$ cat src/fe_pkg.sv
// shared widths, opcodes, boot address and instruction views for the fetch front end
package fe_pkg;

    // ------------------------------------------------------------------
    // datapath widths
    // ------------------------------------------------------------------
    localparam int unsigned XLEN            = 32;
    localparam int unsigned ILEN            = 32;
    // one cache block carries two 32-bit instructions
    localparam int unsigned FETCH_WIDTH     = 64;
    localparam int unsigned INSTR_PER_FETCH = 2;
    // address bits [SLOT_IDX_W+1:2] select the slot inside a block
    localparam int unsigned SLOT_IDX_W      = 1;
    // byte offset bits of a block, cleared to form the block base
    localparam int unsigned BLOCK_OFFS_W    = SLOT_IDX_W + 2;

    // ------------------------------------------------------------------
    // fetch queue sizing
    // ------------------------------------------------------------------
    localparam int unsigned QUEUE_DEPTH     = 8;
    localparam int unsigned QPTR_W          = $clog2(QUEUE_DEPTH);
    localparam int unsigned QCNT_W          = $clog2(QUEUE_DEPTH + 1);
    // entries to keep free before a new request may leave:
    // one response in flight plus the new request, two slots each
    localparam int unsigned ROOM_MIN        = 2 * INSTR_PER_FETCH;

    // first fetch address out of reset
    localparam logic [XLEN-1:0] BOOT_ADDR   = 32'h0000_0080;

    // major opcodes scanned for control flow
    localparam logic [6:0] OPC_BRANCH       = 7'b110_0011;
    localparam logic [6:0] OPC_JAL          = 7'b110_1111;

    // ------------------------------------------------------------------
    // one instruction word, seen as B-type or as J-type
    // ------------------------------------------------------------------
    typedef union packed {
        struct packed {
            logic       imm12;
            logic [5:0] imm10_5;
            logic [4:0] rs2;
            logic [4:0] rs1;
            logic [2:0] funct3;
            logic [3:0] imm4_1;
            logic       imm11;
            logic [6:0] opcode;
        } b;
        struct packed {
            logic       imm20;
            logic [9:0] imm10_1;
            logic       imm11;
            logic [7:0] imm19_12;
            logic [4:0] rd;
            logic [6:0] opcode;
        } j;
    } instr_t;

endpackage

$ cat src/cf_select.sv
// static prediction: picks the lowest taken slot, forms its target and masks later slots
`timescale 1ns/100ps

module cf_select import fe_pkg::*; (
    input  logic [INSTR_PER_FETCH-1:0]           slot_valid_i,
    input  logic [INSTR_PER_FETCH-1:0][XLEN-1:0] slot_addr_i,
    input  logic [INSTR_PER_FETCH-1:0]           is_branch_i,
    input  logic [INSTR_PER_FETCH-1:0]           is_jal_i,
    input  logic [INSTR_PER_FETCH-1:0][XLEN-1:0] imm_i,
    output logic                                 predict_valid_o,
    output logic [XLEN-1:0]                      predict_addr_o,
    output logic [INSTR_PER_FETCH-1:0]           push_valid_o,
    output logic [INSTR_PER_FETCH-1:0]           pred_taken_o
);

    logic [INSTR_PER_FETCH-1:0] taken;
    // set once a lower slot has left the sequential path
    logic                       blocked;

    // jal always, branch only when it points backwards
    for (genvar i = 0; i < INSTR_PER_FETCH; i++) begin : gen_taken
        assign taken[i] = slot_valid_i[i] & (is_jal_i[i] | (is_branch_i[i] & imm_i[i][XLEN-1]));
    end

    // ------------------------------------------------------------------
    // lowest taken slot wins
    // ------------------------------------------------------------------
    always_comb begin
        blocked         = 1'b0;
        predict_valid_o = 1'b0;
        predict_addr_o  = '0;
        for (int i = 0; i < INSTR_PER_FETCH; i++) begin
            // slots behind a taken one are wrong path
            push_valid_o[i] = slot_valid_i[i] & ~blocked;
            pred_taken_o[i] = taken[i] & ~blocked;
            if (pred_taken_o[i]) begin
                predict_valid_o = 1'b1;
                predict_addr_o  = slot_addr_i[i] + imm_i[i];
                blocked         = 1'b1;
            end
        end
    end

endmodule

$ cat src/fetch_align.sv
// first front-end stage: registers the cache response and splits it into instruction slots
`timescale 1ns/100ps

module fetch_align import fe_pkg::*; (
    input  logic                                 clk_i,
    input  logic                                 npc_rst_load_q,
    // kill from redirect or taken prediction, drops the arriving response
    input  logic                                 flush_i,
    input  logic                                 icache_valid_i,
    input  logic [XLEN-1:0]                      icache_vaddr_i,
    input  logic [FETCH_WIDTH-1:0]               icache_data_i,
    output logic [INSTR_PER_FETCH-1:0]           slot_valid_o,
    output logic [INSTR_PER_FETCH-1:0][XLEN-1:0] slot_addr_o,
    output instr_t [INSTR_PER_FETCH-1:0]         slot_instr_o
);

    logic                   valid_q;
    logic [XLEN-1:0]        vaddr_q;
    logic [FETCH_WIDTH-1:0] data_q;
    // block base and first live slot of the registered response
    logic [XLEN-1:0]        base;
    logic [SLOT_IDX_W-1:0]  first_slot;

    // response valid, one response per cycle
    always_ff @(posedge clk_i) begin
        if (npc_rst_load_q || flush_i) begin
            valid_q <= 1'b0;
        end else begin
            valid_q <= icache_valid_i;
        end
    end

    // payload only moves on a valid response
    always_ff @(posedge clk_i) begin
        if (icache_valid_i) begin
            vaddr_q <= icache_vaddr_i;
            data_q  <= icache_data_i;
        end
    end

    assign base       = {vaddr_q[XLEN-1:BLOCK_OFFS_W], {BLOCK_OFFS_W{1'b0}}};
    assign first_slot = vaddr_q[BLOCK_OFFS_W-1:2];

    // ------------------------------------------------------------------
    // slot split
    // ------------------------------------------------------------------
    for (genvar i = 0; i < INSTR_PER_FETCH; i++) begin : gen_slot
        // slots below the fetch address belong to the previous path
        assign slot_valid_o[i] = valid_q & (SLOT_IDX_W'(i) >= first_slot);
        assign slot_addr_o[i]  = base + XLEN'(4 * i);
        // lower word is the lower address
        assign slot_instr_o[i] = data_q[ILEN*i +: ILEN];
    end

endmodule

$ cat src/fetch_queue.sv
// fetch entry FIFO: takes up to two slots per cycle, drains by valid/ready, gates requests
`timescale 1ns/100ps

module fetch_queue import fe_pkg::*; (
    input  logic                                 clk_i,
    input  logic                                 npc_rst_load_q,
    // back-end redirect empties the queue
    input  logic                                 flush_i,
    input  logic [INSTR_PER_FETCH-1:0]           push_valid_i,
    input  logic [INSTR_PER_FETCH-1:0][XLEN-1:0] push_addr_i,
    input  logic [INSTR_PER_FETCH-1:0][ILEN-1:0] push_instr_i,
    input  logic [INSTR_PER_FETCH-1:0]           push_taken_i,
    input  logic                                 fetch_ready_i,
    output logic                                 fetch_valid_o,
    output logic [XLEN-1:0]                      fetch_pc_o,
    output logic [ILEN-1:0]                      fetch_instr_o,
    output logic                                 fetch_pred_taken_o,
    output logic                                 room_o
);

    // entry storage
    logic [XLEN-1:0]                         pc_mem    [QUEUE_DEPTH];
    logic [ILEN-1:0]                         instr_mem [QUEUE_DEPTH];
    logic [QUEUE_DEPTH-1:0]                  taken_mem;
    logic [QPTR_W-1:0]                       rptr_q;
    logic [QPTR_W-1:0]                       wptr_q;
    logic [QCNT_W-1:0]                       count_q;
    logic [QCNT_W-1:0]                       n_push;
    logic [INSTR_PER_FETCH-1:0][QPTR_W-1:0]  wr_idx;
    logic                                    pop;
    // low for the first cycle after reset so no request leaves early
    logic                                    run_q;

    // ------------------------------------------------------------------
    // push compaction
    // ------------------------------------------------------------------
    // valid slots are packed in slot order from the write pointer
    always_comb begin
        n_push = '0;
        for (int i = 0; i < INSTR_PER_FETCH; i++) begin
            wr_idx[i] = wptr_q + n_push[QPTR_W-1:0];
            n_push    = n_push + QCNT_W'(push_valid_i[i]);
        end
    end

    always_ff @(posedge clk_i) begin
        for (int i = 0; i < INSTR_PER_FETCH; i++) begin
            if (push_valid_i[i]) begin
                pc_mem[wr_idx[i]]    <= push_addr_i[i];
                instr_mem[wr_idx[i]] <= push_instr_i[i];
                taken_mem[wr_idx[i]] <= push_taken_i[i];
            end
        end
    end

    // ------------------------------------------------------------------
    // pointers and count
    // ------------------------------------------------------------------
    always_ff @(posedge clk_i) begin
        if (npc_rst_load_q) begin
            rptr_q  <= '0;
            wptr_q  <= '0;
            count_q <= '0;
            run_q   <= 1'b0;
        end else if (flush_i) begin
            // pushes of this cycle are old path as well
            rptr_q  <= '0;
            wptr_q  <= '0;
            count_q <= '0;
            run_q   <= 1'b1;
        end else begin
            rptr_q  <= rptr_q + QPTR_W'(pop);
            wptr_q  <= wptr_q + n_push[QPTR_W-1:0];
            count_q <= count_q + n_push - QCNT_W'(pop);
            run_q   <= 1'b1;
        end
    end

    // output side
    assign fetch_valid_o      = (count_q != '0) & ~flush_i;
    assign pop                = fetch_valid_o & fetch_ready_i;
    assign fetch_pc_o         = pc_mem[rptr_q];
    assign fetch_instr_o      = instr_mem[rptr_q];
    assign fetch_pred_taken_o = taken_mem[rptr_q];

    // free space after this cycle's pushes must hold the response
    // still in flight and the new request, pops not counted
    assign room_o = run_q & ((QCNT_W'(QUEUE_DEPTH) - count_q - n_push) >= QCNT_W'(ROOM_MIN));

endmodule

$ cat src/frontend.sv
// fetch front-end top: cache request, slot scan, static prediction, redirect and fetch queue
`timescale 1ns/100ps

module frontend import fe_pkg::*; (
    input  logic                   clk_i,
    input  logic                   npc_rst_load_q,
    // instruction cache request and response
    output logic                   icache_req_o,
    output logic [XLEN-1:0]        icache_vaddr_o,
    output logic                   icache_kill_o,
    input  logic                   icache_ready_i,
    input  logic                   icache_valid_i,
    input  logic [FETCH_WIDTH-1:0] icache_data_i,
    input  logic [XLEN-1:0]        icache_vaddr_i,
    // back-end control flow change
    input  logic                   redirect_i,
    input  logic [XLEN-1:0]        redirect_pc_i,
    // fetch entries towards decode
    output logic                   fetch_valid_o,
    input  logic                   fetch_ready_i,
    output logic [XLEN-1:0]        fetch_pc_o,
    output logic [ILEN-1:0]        fetch_instr_o,
    output logic                   fetch_pred_taken_o
);

    logic [INSTR_PER_FETCH-1:0]           slot_valid;
    logic [INSTR_PER_FETCH-1:0][XLEN-1:0] slot_addr;
    instr_t [INSTR_PER_FETCH-1:0]         slot_instr;
    logic [INSTR_PER_FETCH-1:0]           is_branch;
    logic [INSTR_PER_FETCH-1:0]           is_jal;
    logic [INSTR_PER_FETCH-1:0][XLEN-1:0] imm;
    logic                                 predict_valid;
    logic [XLEN-1:0]                      predict_addr;
    logic [INSTR_PER_FETCH-1:0]           push_valid;
    logic [INSTR_PER_FETCH-1:0]           pred_taken;
    logic                                 room;
    logic                                 req_fire;

    // ------------------------------------------------------------------
    // cache handshake
    // ------------------------------------------------------------------
    assign icache_req_o  = room;
    assign req_fire      = icache_req_o & icache_ready_i;
    // kills this cycle's request, fetch_align also drops the arriving response
    assign icache_kill_o = redirect_i | predict_valid;

    fetch_align i_fetch_align (
        .clk_i          ( clk_i          ),
        .npc_rst_load_q ( npc_rst_load_q ),
        .flush_i        ( icache_kill_o  ),
        .icache_valid_i ( icache_valid_i ),
        .icache_vaddr_i ( icache_vaddr_i ),
        .icache_data_i  ( icache_data_i  ),
        .slot_valid_o   ( slot_valid     ),
        .slot_addr_o    ( slot_addr      ),
        .slot_instr_o   ( slot_instr     )
    );

    // one scanner per slot
    for (genvar i = 0; i < INSTR_PER_FETCH; i++) begin : gen_instr_scan
        instr_scan i_instr_scan (
            .instr_i     ( slot_instr[i] ),
            .is_branch_o ( is_branch[i]  ),
            .is_jal_o    ( is_jal[i]     ),
            .imm_o       ( imm[i]        )
        );
    end

    cf_select i_cf_select (
        .slot_valid_i    ( slot_valid    ),
        .slot_addr_i     ( slot_addr     ),
        .is_branch_i     ( is_branch     ),
        .is_jal_i        ( is_jal        ),
        .imm_i           ( imm           ),
        .predict_valid_o ( predict_valid ),
        .predict_addr_o  ( predict_addr  ),
        .push_valid_o    ( push_valid    ),
        .pred_taken_o    ( pred_taken    )
    );

    npc_gen i_npc_gen (
        .clk_i           ( clk_i          ),
        .npc_rst_load_q  ( npc_rst_load_q ),
        .req_fire_i      ( req_fire       ),
        .predict_valid_i ( predict_valid  ),
        .predict_addr_i  ( predict_addr   ),
        .redirect_i      ( redirect_i     ),
        .redirect_pc_i   ( redirect_pc_i  ),
        .fetch_addr_o    ( icache_vaddr_o )
    );

    fetch_queue i_fetch_queue (
        .clk_i              ( clk_i              ),
        .npc_rst_load_q     ( npc_rst_load_q     ),
        .flush_i            ( redirect_i         ),
        .push_valid_i       ( push_valid         ),
        .push_addr_i        ( slot_addr          ),
        .push_instr_i       ( slot_instr         ),
        .push_taken_i       ( pred_taken         ),
        .fetch_ready_i      ( fetch_ready_i      ),
        .fetch_valid_o      ( fetch_valid_o      ),
        .fetch_pc_o         ( fetch_pc_o         ),
        .fetch_instr_o      ( fetch_instr_o      ),
        .fetch_pred_taken_o ( fetch_pred_taken_o ),
        .room_o             ( room               )
    );

endmodule

$ cat src/instr_scan.sv
// per-slot scanner: flags conditional branches and JAL and rebuilds their offset
`timescale 1ns/100ps

module instr_scan import fe_pkg::*; (
    input  instr_t          instr_i,
    output logic            is_branch_o,
    output logic            is_jal_o,
    output logic [XLEN-1:0] imm_o
);

    // offsets as decoded from each view of the word
    logic [XLEN-1:0] imm_b;
    logic [XLEN-1:0] imm_j;

    // ------------------------------------------------------------------
    // opcode match
    // ------------------------------------------------------------------
    // opcode sits at the same place in both views
    assign is_branch_o = (instr_i.b.opcode == OPC_BRANCH);
    assign is_jal_o    = (instr_i.j.opcode == OPC_JAL);

    // ------------------------------------------------------------------
    // immediate reassembly
    // ------------------------------------------------------------------
    // B-type, 13-bit byte offset, bit 0 always zero
    assign imm_b = {
        {(XLEN-12){instr_i.b.imm12}},
        instr_i.b.imm11,
        instr_i.b.imm10_5,
        instr_i.b.imm4_1,
        1'b0
    };

    // J-type, 21-bit byte offset, bit 0 always zero
    assign imm_j = {
        {(XLEN-20){instr_i.j.imm20}},
        instr_i.j.imm19_12,
        instr_i.j.imm11,
        instr_i.j.imm10_1,
        1'b0
    };

    // jal takes the J view, anything else the B view
    assign imm_o = is_jal_o ? imm_j : imm_b;

endmodule

$ cat src/npc_gen.sv
// next fetch PC: boot load, redirect, static prediction and sequential block advance
`timescale 1ns/100ps

module npc_gen import fe_pkg::*; (
    input  logic            clk_i,
    input  logic            npc_rst_load_q,
    // request accepted by the cache this cycle
    input  logic            req_fire_i,
    input  logic            predict_valid_i,
    input  logic [XLEN-1:0] predict_addr_i,
    input  logic            redirect_i,
    input  logic [XLEN-1:0] redirect_pc_i,
    output logic [XLEN-1:0] fetch_addr_o
);

    logic [XLEN-1:0] npc_d;
    logic [XLEN-1:0] npc_q;

    // ------------------------------------------------------------------
    // next PC select
    // ------------------------------------------------------------------
    // lowest priority first, later assignments override
    always_comb begin
        fetch_addr_o = npc_q;
        npc_d        = npc_q;
        if (predict_valid_i) begin
            // prediction also steers the address leaving this cycle
            fetch_addr_o = predict_addr_i;
            npc_d        = predict_addr_i;
        end else if (req_fire_i) begin
            // step to the next aligned block
            npc_d = {npc_q[XLEN-1:BLOCK_OFFS_W], {BLOCK_OFFS_W{1'b0}}} + XLEN'(FETCH_WIDTH / 8);
        end
        // back end overrides any local guess
        if (redirect_i) begin
            npc_d = redirect_pc_i;
        end
    end

    // reset loads the boot address on the next edge
    always_ff @(posedge clk_i) begin
        if (npc_rst_load_q) begin
            npc_q <= BOOT_ADDR;
        end else begin
            npc_q <= npc_d;
        end
    end

endmodule

$ cat config.mk
export PLATFORM = sky130hd
export DESIGN_NAME = frontend
export DESIGN_NICKNAME = d
export VERILOG_FILES = /design/src/fe_pkg.sv /design/src/cf_select.sv /design/src/fetch_align.sv /design/src/fetch_queue.sv /design/src/frontend.sv /design/src/instr_scan.sv /design/src/npc_gen.sv
export SDC_FILE = /design/constraint.sdc
export NUM_CORES = 1
export LEC_CHECK = 0
export BUFFER_PORTS_ARGS = -buffer_cell sky130_fd_sc_hd__buf_2
export CAP_MARGIN = 0
export CORE_ASPECT_RATIO = 1.1
export CORE_MARGIN = 3
export CORE_UTILIZATION = 55
export DETAILED_ROUTE_END_ITERATION = 8
export GPL_TIMING_DRIVEN = 1
export PLACE_DENSITY = 0.8
export REMOVE_ABC_BUFFERS = 1
export SYNTH_ARGS = -nofsm -noshare
export SYNTH_HDL_FRONTEND = slang
export SYNTH_SLANG_ARGS = --single-unit
$ cat constraint.sdc
create_clock -name clk_i -period 7.5 [get_ports clk_i]
set_input_delay 2.25 -clock clk_i [delete_from_list [all_inputs] [get_ports clk_i]]
set_output_delay 2.25 -clock clk_i [all_outputs]
set_load 0.005 [all_outputs]
==> summary.md <==
| Metric | Value |
|---|---|
| Outcome | `completed` |
| FF-to-FF Start | `i_fetch_align.slot_instr_o[31]$_DFFE_PP_` |
| Yosys cell types | `84` |
| Final cell count without fillers | `3,516` |
| Final routed DRC violation total | `0` |
| Post-route ant nets | `0` |
| CTS root buf | `clkbuf_16` |
| Clock Sinks | `642` |
| Clock Pin Slew Worst Setup and Hold Paths | `approximately 0.06 ns` |
| Top post-synthesis cells by count | `edfxtp_1 (582), mux2_2 (281), nor2b_1 (174)` |
| Largest net degree at the start of global routing | `74` |
| Slew Limit Fails | `0` |
| Die Wd | `242 um` |
| Crit-path cells | `nand4b_1 > nor3_2 > buf_4 > mux2_2 > ha_1 > inv_1 > fa_1 > nor2b_1 > o31ai_1 > a21boi_1 > o2111a_1 > o41ai_2 > mux2i_1 > nor4_4 > nand2_1 > buf_2` |
| Latest clock arrival within the worst-skew pair | `0.61 ns` |
| Fin crit period | `7.31 ns` |
| Worst path slowest cell | `edfxtp_1` |
| Ant diodes | `0` |
| IO Pins | `234` |
| CTS tree | `done` |
| Buf/Inv on CP | `3` |
| Critical path class | `register to primary output` |
| Core ar. | `60,200 um^2` |
| Final setup viols | `0` |
| RSZ-0062 raised after global routing | `false` |
| Max rail drop VDD | `0.215 mV` |
| Total grt overflow | `0` |
| Critical path arrival | `between 5 and 6 ns` |
| # placed instances | `3,393` |
| Hold_ws | `0.445 ns` |
| Launch point of the worst path | `i_fetch_align.slot_instr_o[4]$_DFFE_PP_` |
| Crit Path Max Fanout | `9` |
| Final Hold Viols | `0` |
| Most numerous cell in the Yosys netlist | `edfxtp_1` |
| Family with the most delay on the worst path | `compound AO/OA/AOI/OAI gates` |
| Pre-CTS WS | `between 0.6 and 0.7 ns` |
| Achievable Freq | `137 MHz` |
| Ys async rst share | `0` |
| Final period utilization | `0.974` |
| Fin worst setup slack | `0.192 ns` |
| Synthesis-stage register bit count | `642` |
| Hold path cells | `2` |
| Via/cell ratio | `roughly 6.3` |
| Crit start category | `register` |
| First-pass GRT wire length | `139 mm` |
| I/O Buffers | `roughly 230` |
| Cell Area, Synth | `between 30,000 and 40,000 um^2` |
| Slew headroom | `0.279` |
| Reg2Reg Depth | `17` |
| Die area | `64,200 um^2` |
| Overall Power | `0.00854 W` |
| Vias post-DR | `roughly 22,000` |
| Prevailing post-synth register cell | `edfxtp_1` |
| Leak | `approximately 14 nW` |
| Post-synthesis sequential area ratio | `0.555` |
| DRT Pass-1 Iters | `5` |
| CP Capture Type | `primary output` |
| FP Rows | `94` |
| Final Skew | `a little under 0.02 ns` |
| Avg Inst Size Synth | `13.7 um^2` |
| Yosys top cell by area | `edfxtp_1` |
| Maximum clock path buffer count | `3` |
| Post-synth top area share | `0.519` |
| Global Route Usage Sum | `0.288` |
| Reg2reg setup slack | `2.26 ns` |
| Worst path depth | `16` |
| Hold-fix buffers at CTS | `0` |
| RD Place Congestion | `~1.0` |
| Post-Syn Instances | `2,451` |
| Initial antenna violation count | `0` |
| Ys Warns | `0` |
| Required @ worst endpoint | `about 5.3 ns` |
| Worst Tran Pin Value | `~1.1 ns` |
| CTS Buf Count | `67` |
| Worst reg2reg endpoint | `i_npc_gen.npc_q[16]$_SDFFE_PP0P_` |
| Initial Utilization | `0.559` |
| H-tree Lvls | `3` |
| Pwr/cell area | `~230 nW/um^2` |
| Layout cells sized above 1 | `0.317` |
| Post-Route WL | `92.6 mm` |
| Vias in the first global route | `around 23,000` |
| Crit path largest cell delay | `0.51 ns` |
| Area Overhead vs Synth | `12.6%` |
| Max Cap Viol | `0` |
| EDFF count, synth | `approximately 580` |
| Wirelength per Cell | `26.3 um` |
| Hpwl dp | `around 60 mm` |
| Final Net Count | `2,859` |
| Initial DRC count | `2,227` |
| Worst setup endpoint | `icache_vaddr_o[31]` |
| Largest cells by area after synthesis | `edfxtp_1 (52%), mux2_2 (9.4%), mux4_2 (8.4%)` |
| Type of the worst min-delay path | `register to register` |
| Die Y | `265 um` |
[power by group]
| group | leakage, nW | internal (W) | total [W] | switching (W) |
|---|---|---|---|---|
| registers | 6.19 | 0.00399 | 0.00414 | 0.000149 |
| logic | 6.47 | 0.000451 | 0.000984 | 0.000533 |
| clock network | 1.10 | 0.00203 | 0.00341 | 0.00138 |
[metrics by stage]
stage | TNS (ns) | area (um^2) | util
final | 0 | 37900 | 0.629
after global routing | 0 | 37900 | 0.629
after CTS | 0 | 37900 | 0.629
after detailed placement | 0 | 35600 | 0.591
after global placement | 0 | 35600 | 0.591
after floorplan | -55.59 | 32900 | -
[logic make-up after synthesis]
kind of cell	count (synthesis)	synth area share
adders and majority gates	78	0.0301
muxes	448	0.194
DFF	642	0.555
and+or+nand+nor	638	0.101
AOI/OAI and AO/OA	379	0.0763
buffers and inverters	202	0.0265
xor gates and xnor gates	63	0.0164
other	1	0.000111
[flip-flops by register name (all words and copies together) (netlist names)]
register                    flops
i_fetch_align.slot_instr_o     64
i_fetch_align.vaddr_q          30
i_fetch_align.valid_q           1
i_fetch_queue.count_q           4
i_fetch_queue.instr_mem       256
i_fetch_queue.pc_mem          240
i_fetch_queue.rptr_q            3
i_fetch_queue.run_q             1
i_fetch_queue.taken_mem         8
i_fetch_queue.wptr_q            3
i_npc_gen.npc_q                32
[repair_timing]
item                       4_1_cts  5_1_grt
hold endpoints to repair         0        0
pin swaps                        0        1
setup endpoints to repair        3        5
setup buffers                    1        0
resized for setup                2        5
[area by class of cell]
| class | count | area (um^2) |
|---|---|---|
| fillers | 4476 | 22300 |
| clock inverters | 26 | 337 |
| flip-flops and latches | 642 | 18700 |
| inverters | 50 | 188 |
| clock buffers | 96 | 1920 |
| well taps | 816 | 1020 |
| repair buffers | 278 | 1550 |
| multi-input cells | 1608 | 14200 |
[cells in the final DEF, fill, tap and decap left out, drive strengths merged, types with 16 or more instances in the layout]
cell / synthesis / layout
mux2i: 16 / 16
ha: 73 / 73
inv: 50 / 53
nor2b: 175 / 175
o21a: 19 / 19
mux2: 306 / 306
nor3: 26 / 26
nand4: 16 / 16
mux4: 126 / 126
xnor2: 37 / 37
nand2: 134 / 134
a31oi: 18 / 18
clkbuf: 93 / 96
and2: 85 / 85
dfxtp: 60 / 60
a21oi: 87 / 87
buf: 59 / 278
and3: 17 / 17
xor2: 26 / 26
a21o: 44 / 44
edfxtp: 582 / 582
nand3: 41 / 41
nor2: 94 / 94
o21ai: 80 / 80
a211oi: 20 / 20
[worst min-delay path by stage]
stage | start | endpoint
after floorplan | i_fetch_queue.pc_mem[3][2]$_SDFFE_PP1P_ | i_fetch_queue.pc_mem[3][2]$_SDFFE_PP1P_
after global placement | i_fetch_queue.pc_mem[3][2]$_SDFFE_PP1P_ | i_fetch_queue.pc_mem[3][2]$_SDFFE_PP1P_
after detailed placement | i_fetch_queue.pc_mem[3][2]$_SDFFE_PP1P_ | i_fetch_queue.pc_mem[3][2]$_SDFFE_PP1P_
after CTS | i_fetch_queue.pc_mem[3][2]$_SDFFE_PP1P_ | i_fetch_queue.pc_mem[3][2]$_SDFFE_PP1P_
after global routing | i_fetch_queue.pc_mem[0][2]$_SDFFE_PP1P_ | i_fetch_queue.pc_mem[0][2]$_SDFFE_PP1P_
final | i_fetch_queue.pc_mem[4][2]$_SDFFE_PP1P_ | i_fetch_queue.pc_mem[4][2]$_SDFFE_PP1P_
[routing by layer]
layer | vias up | GRT usage | part of all wire
met4 | 0 | 0.110 | 0.036
met2 | 1097 | 0.485 | 0.49
met3 | 197 | 0.0389 | 0.079
li1 | 9795 | - | -
met5 | - | 0 | 0
met1 | 11100 | 0.385 | 0.39
[tightest hold or removal path, cell delays in order, from the launching register on]
cell	delay [ns]
dfxtp_1	0.31
nand2_1	0.05
nand2_1	0.04
(Power assumes the default switching activity.)
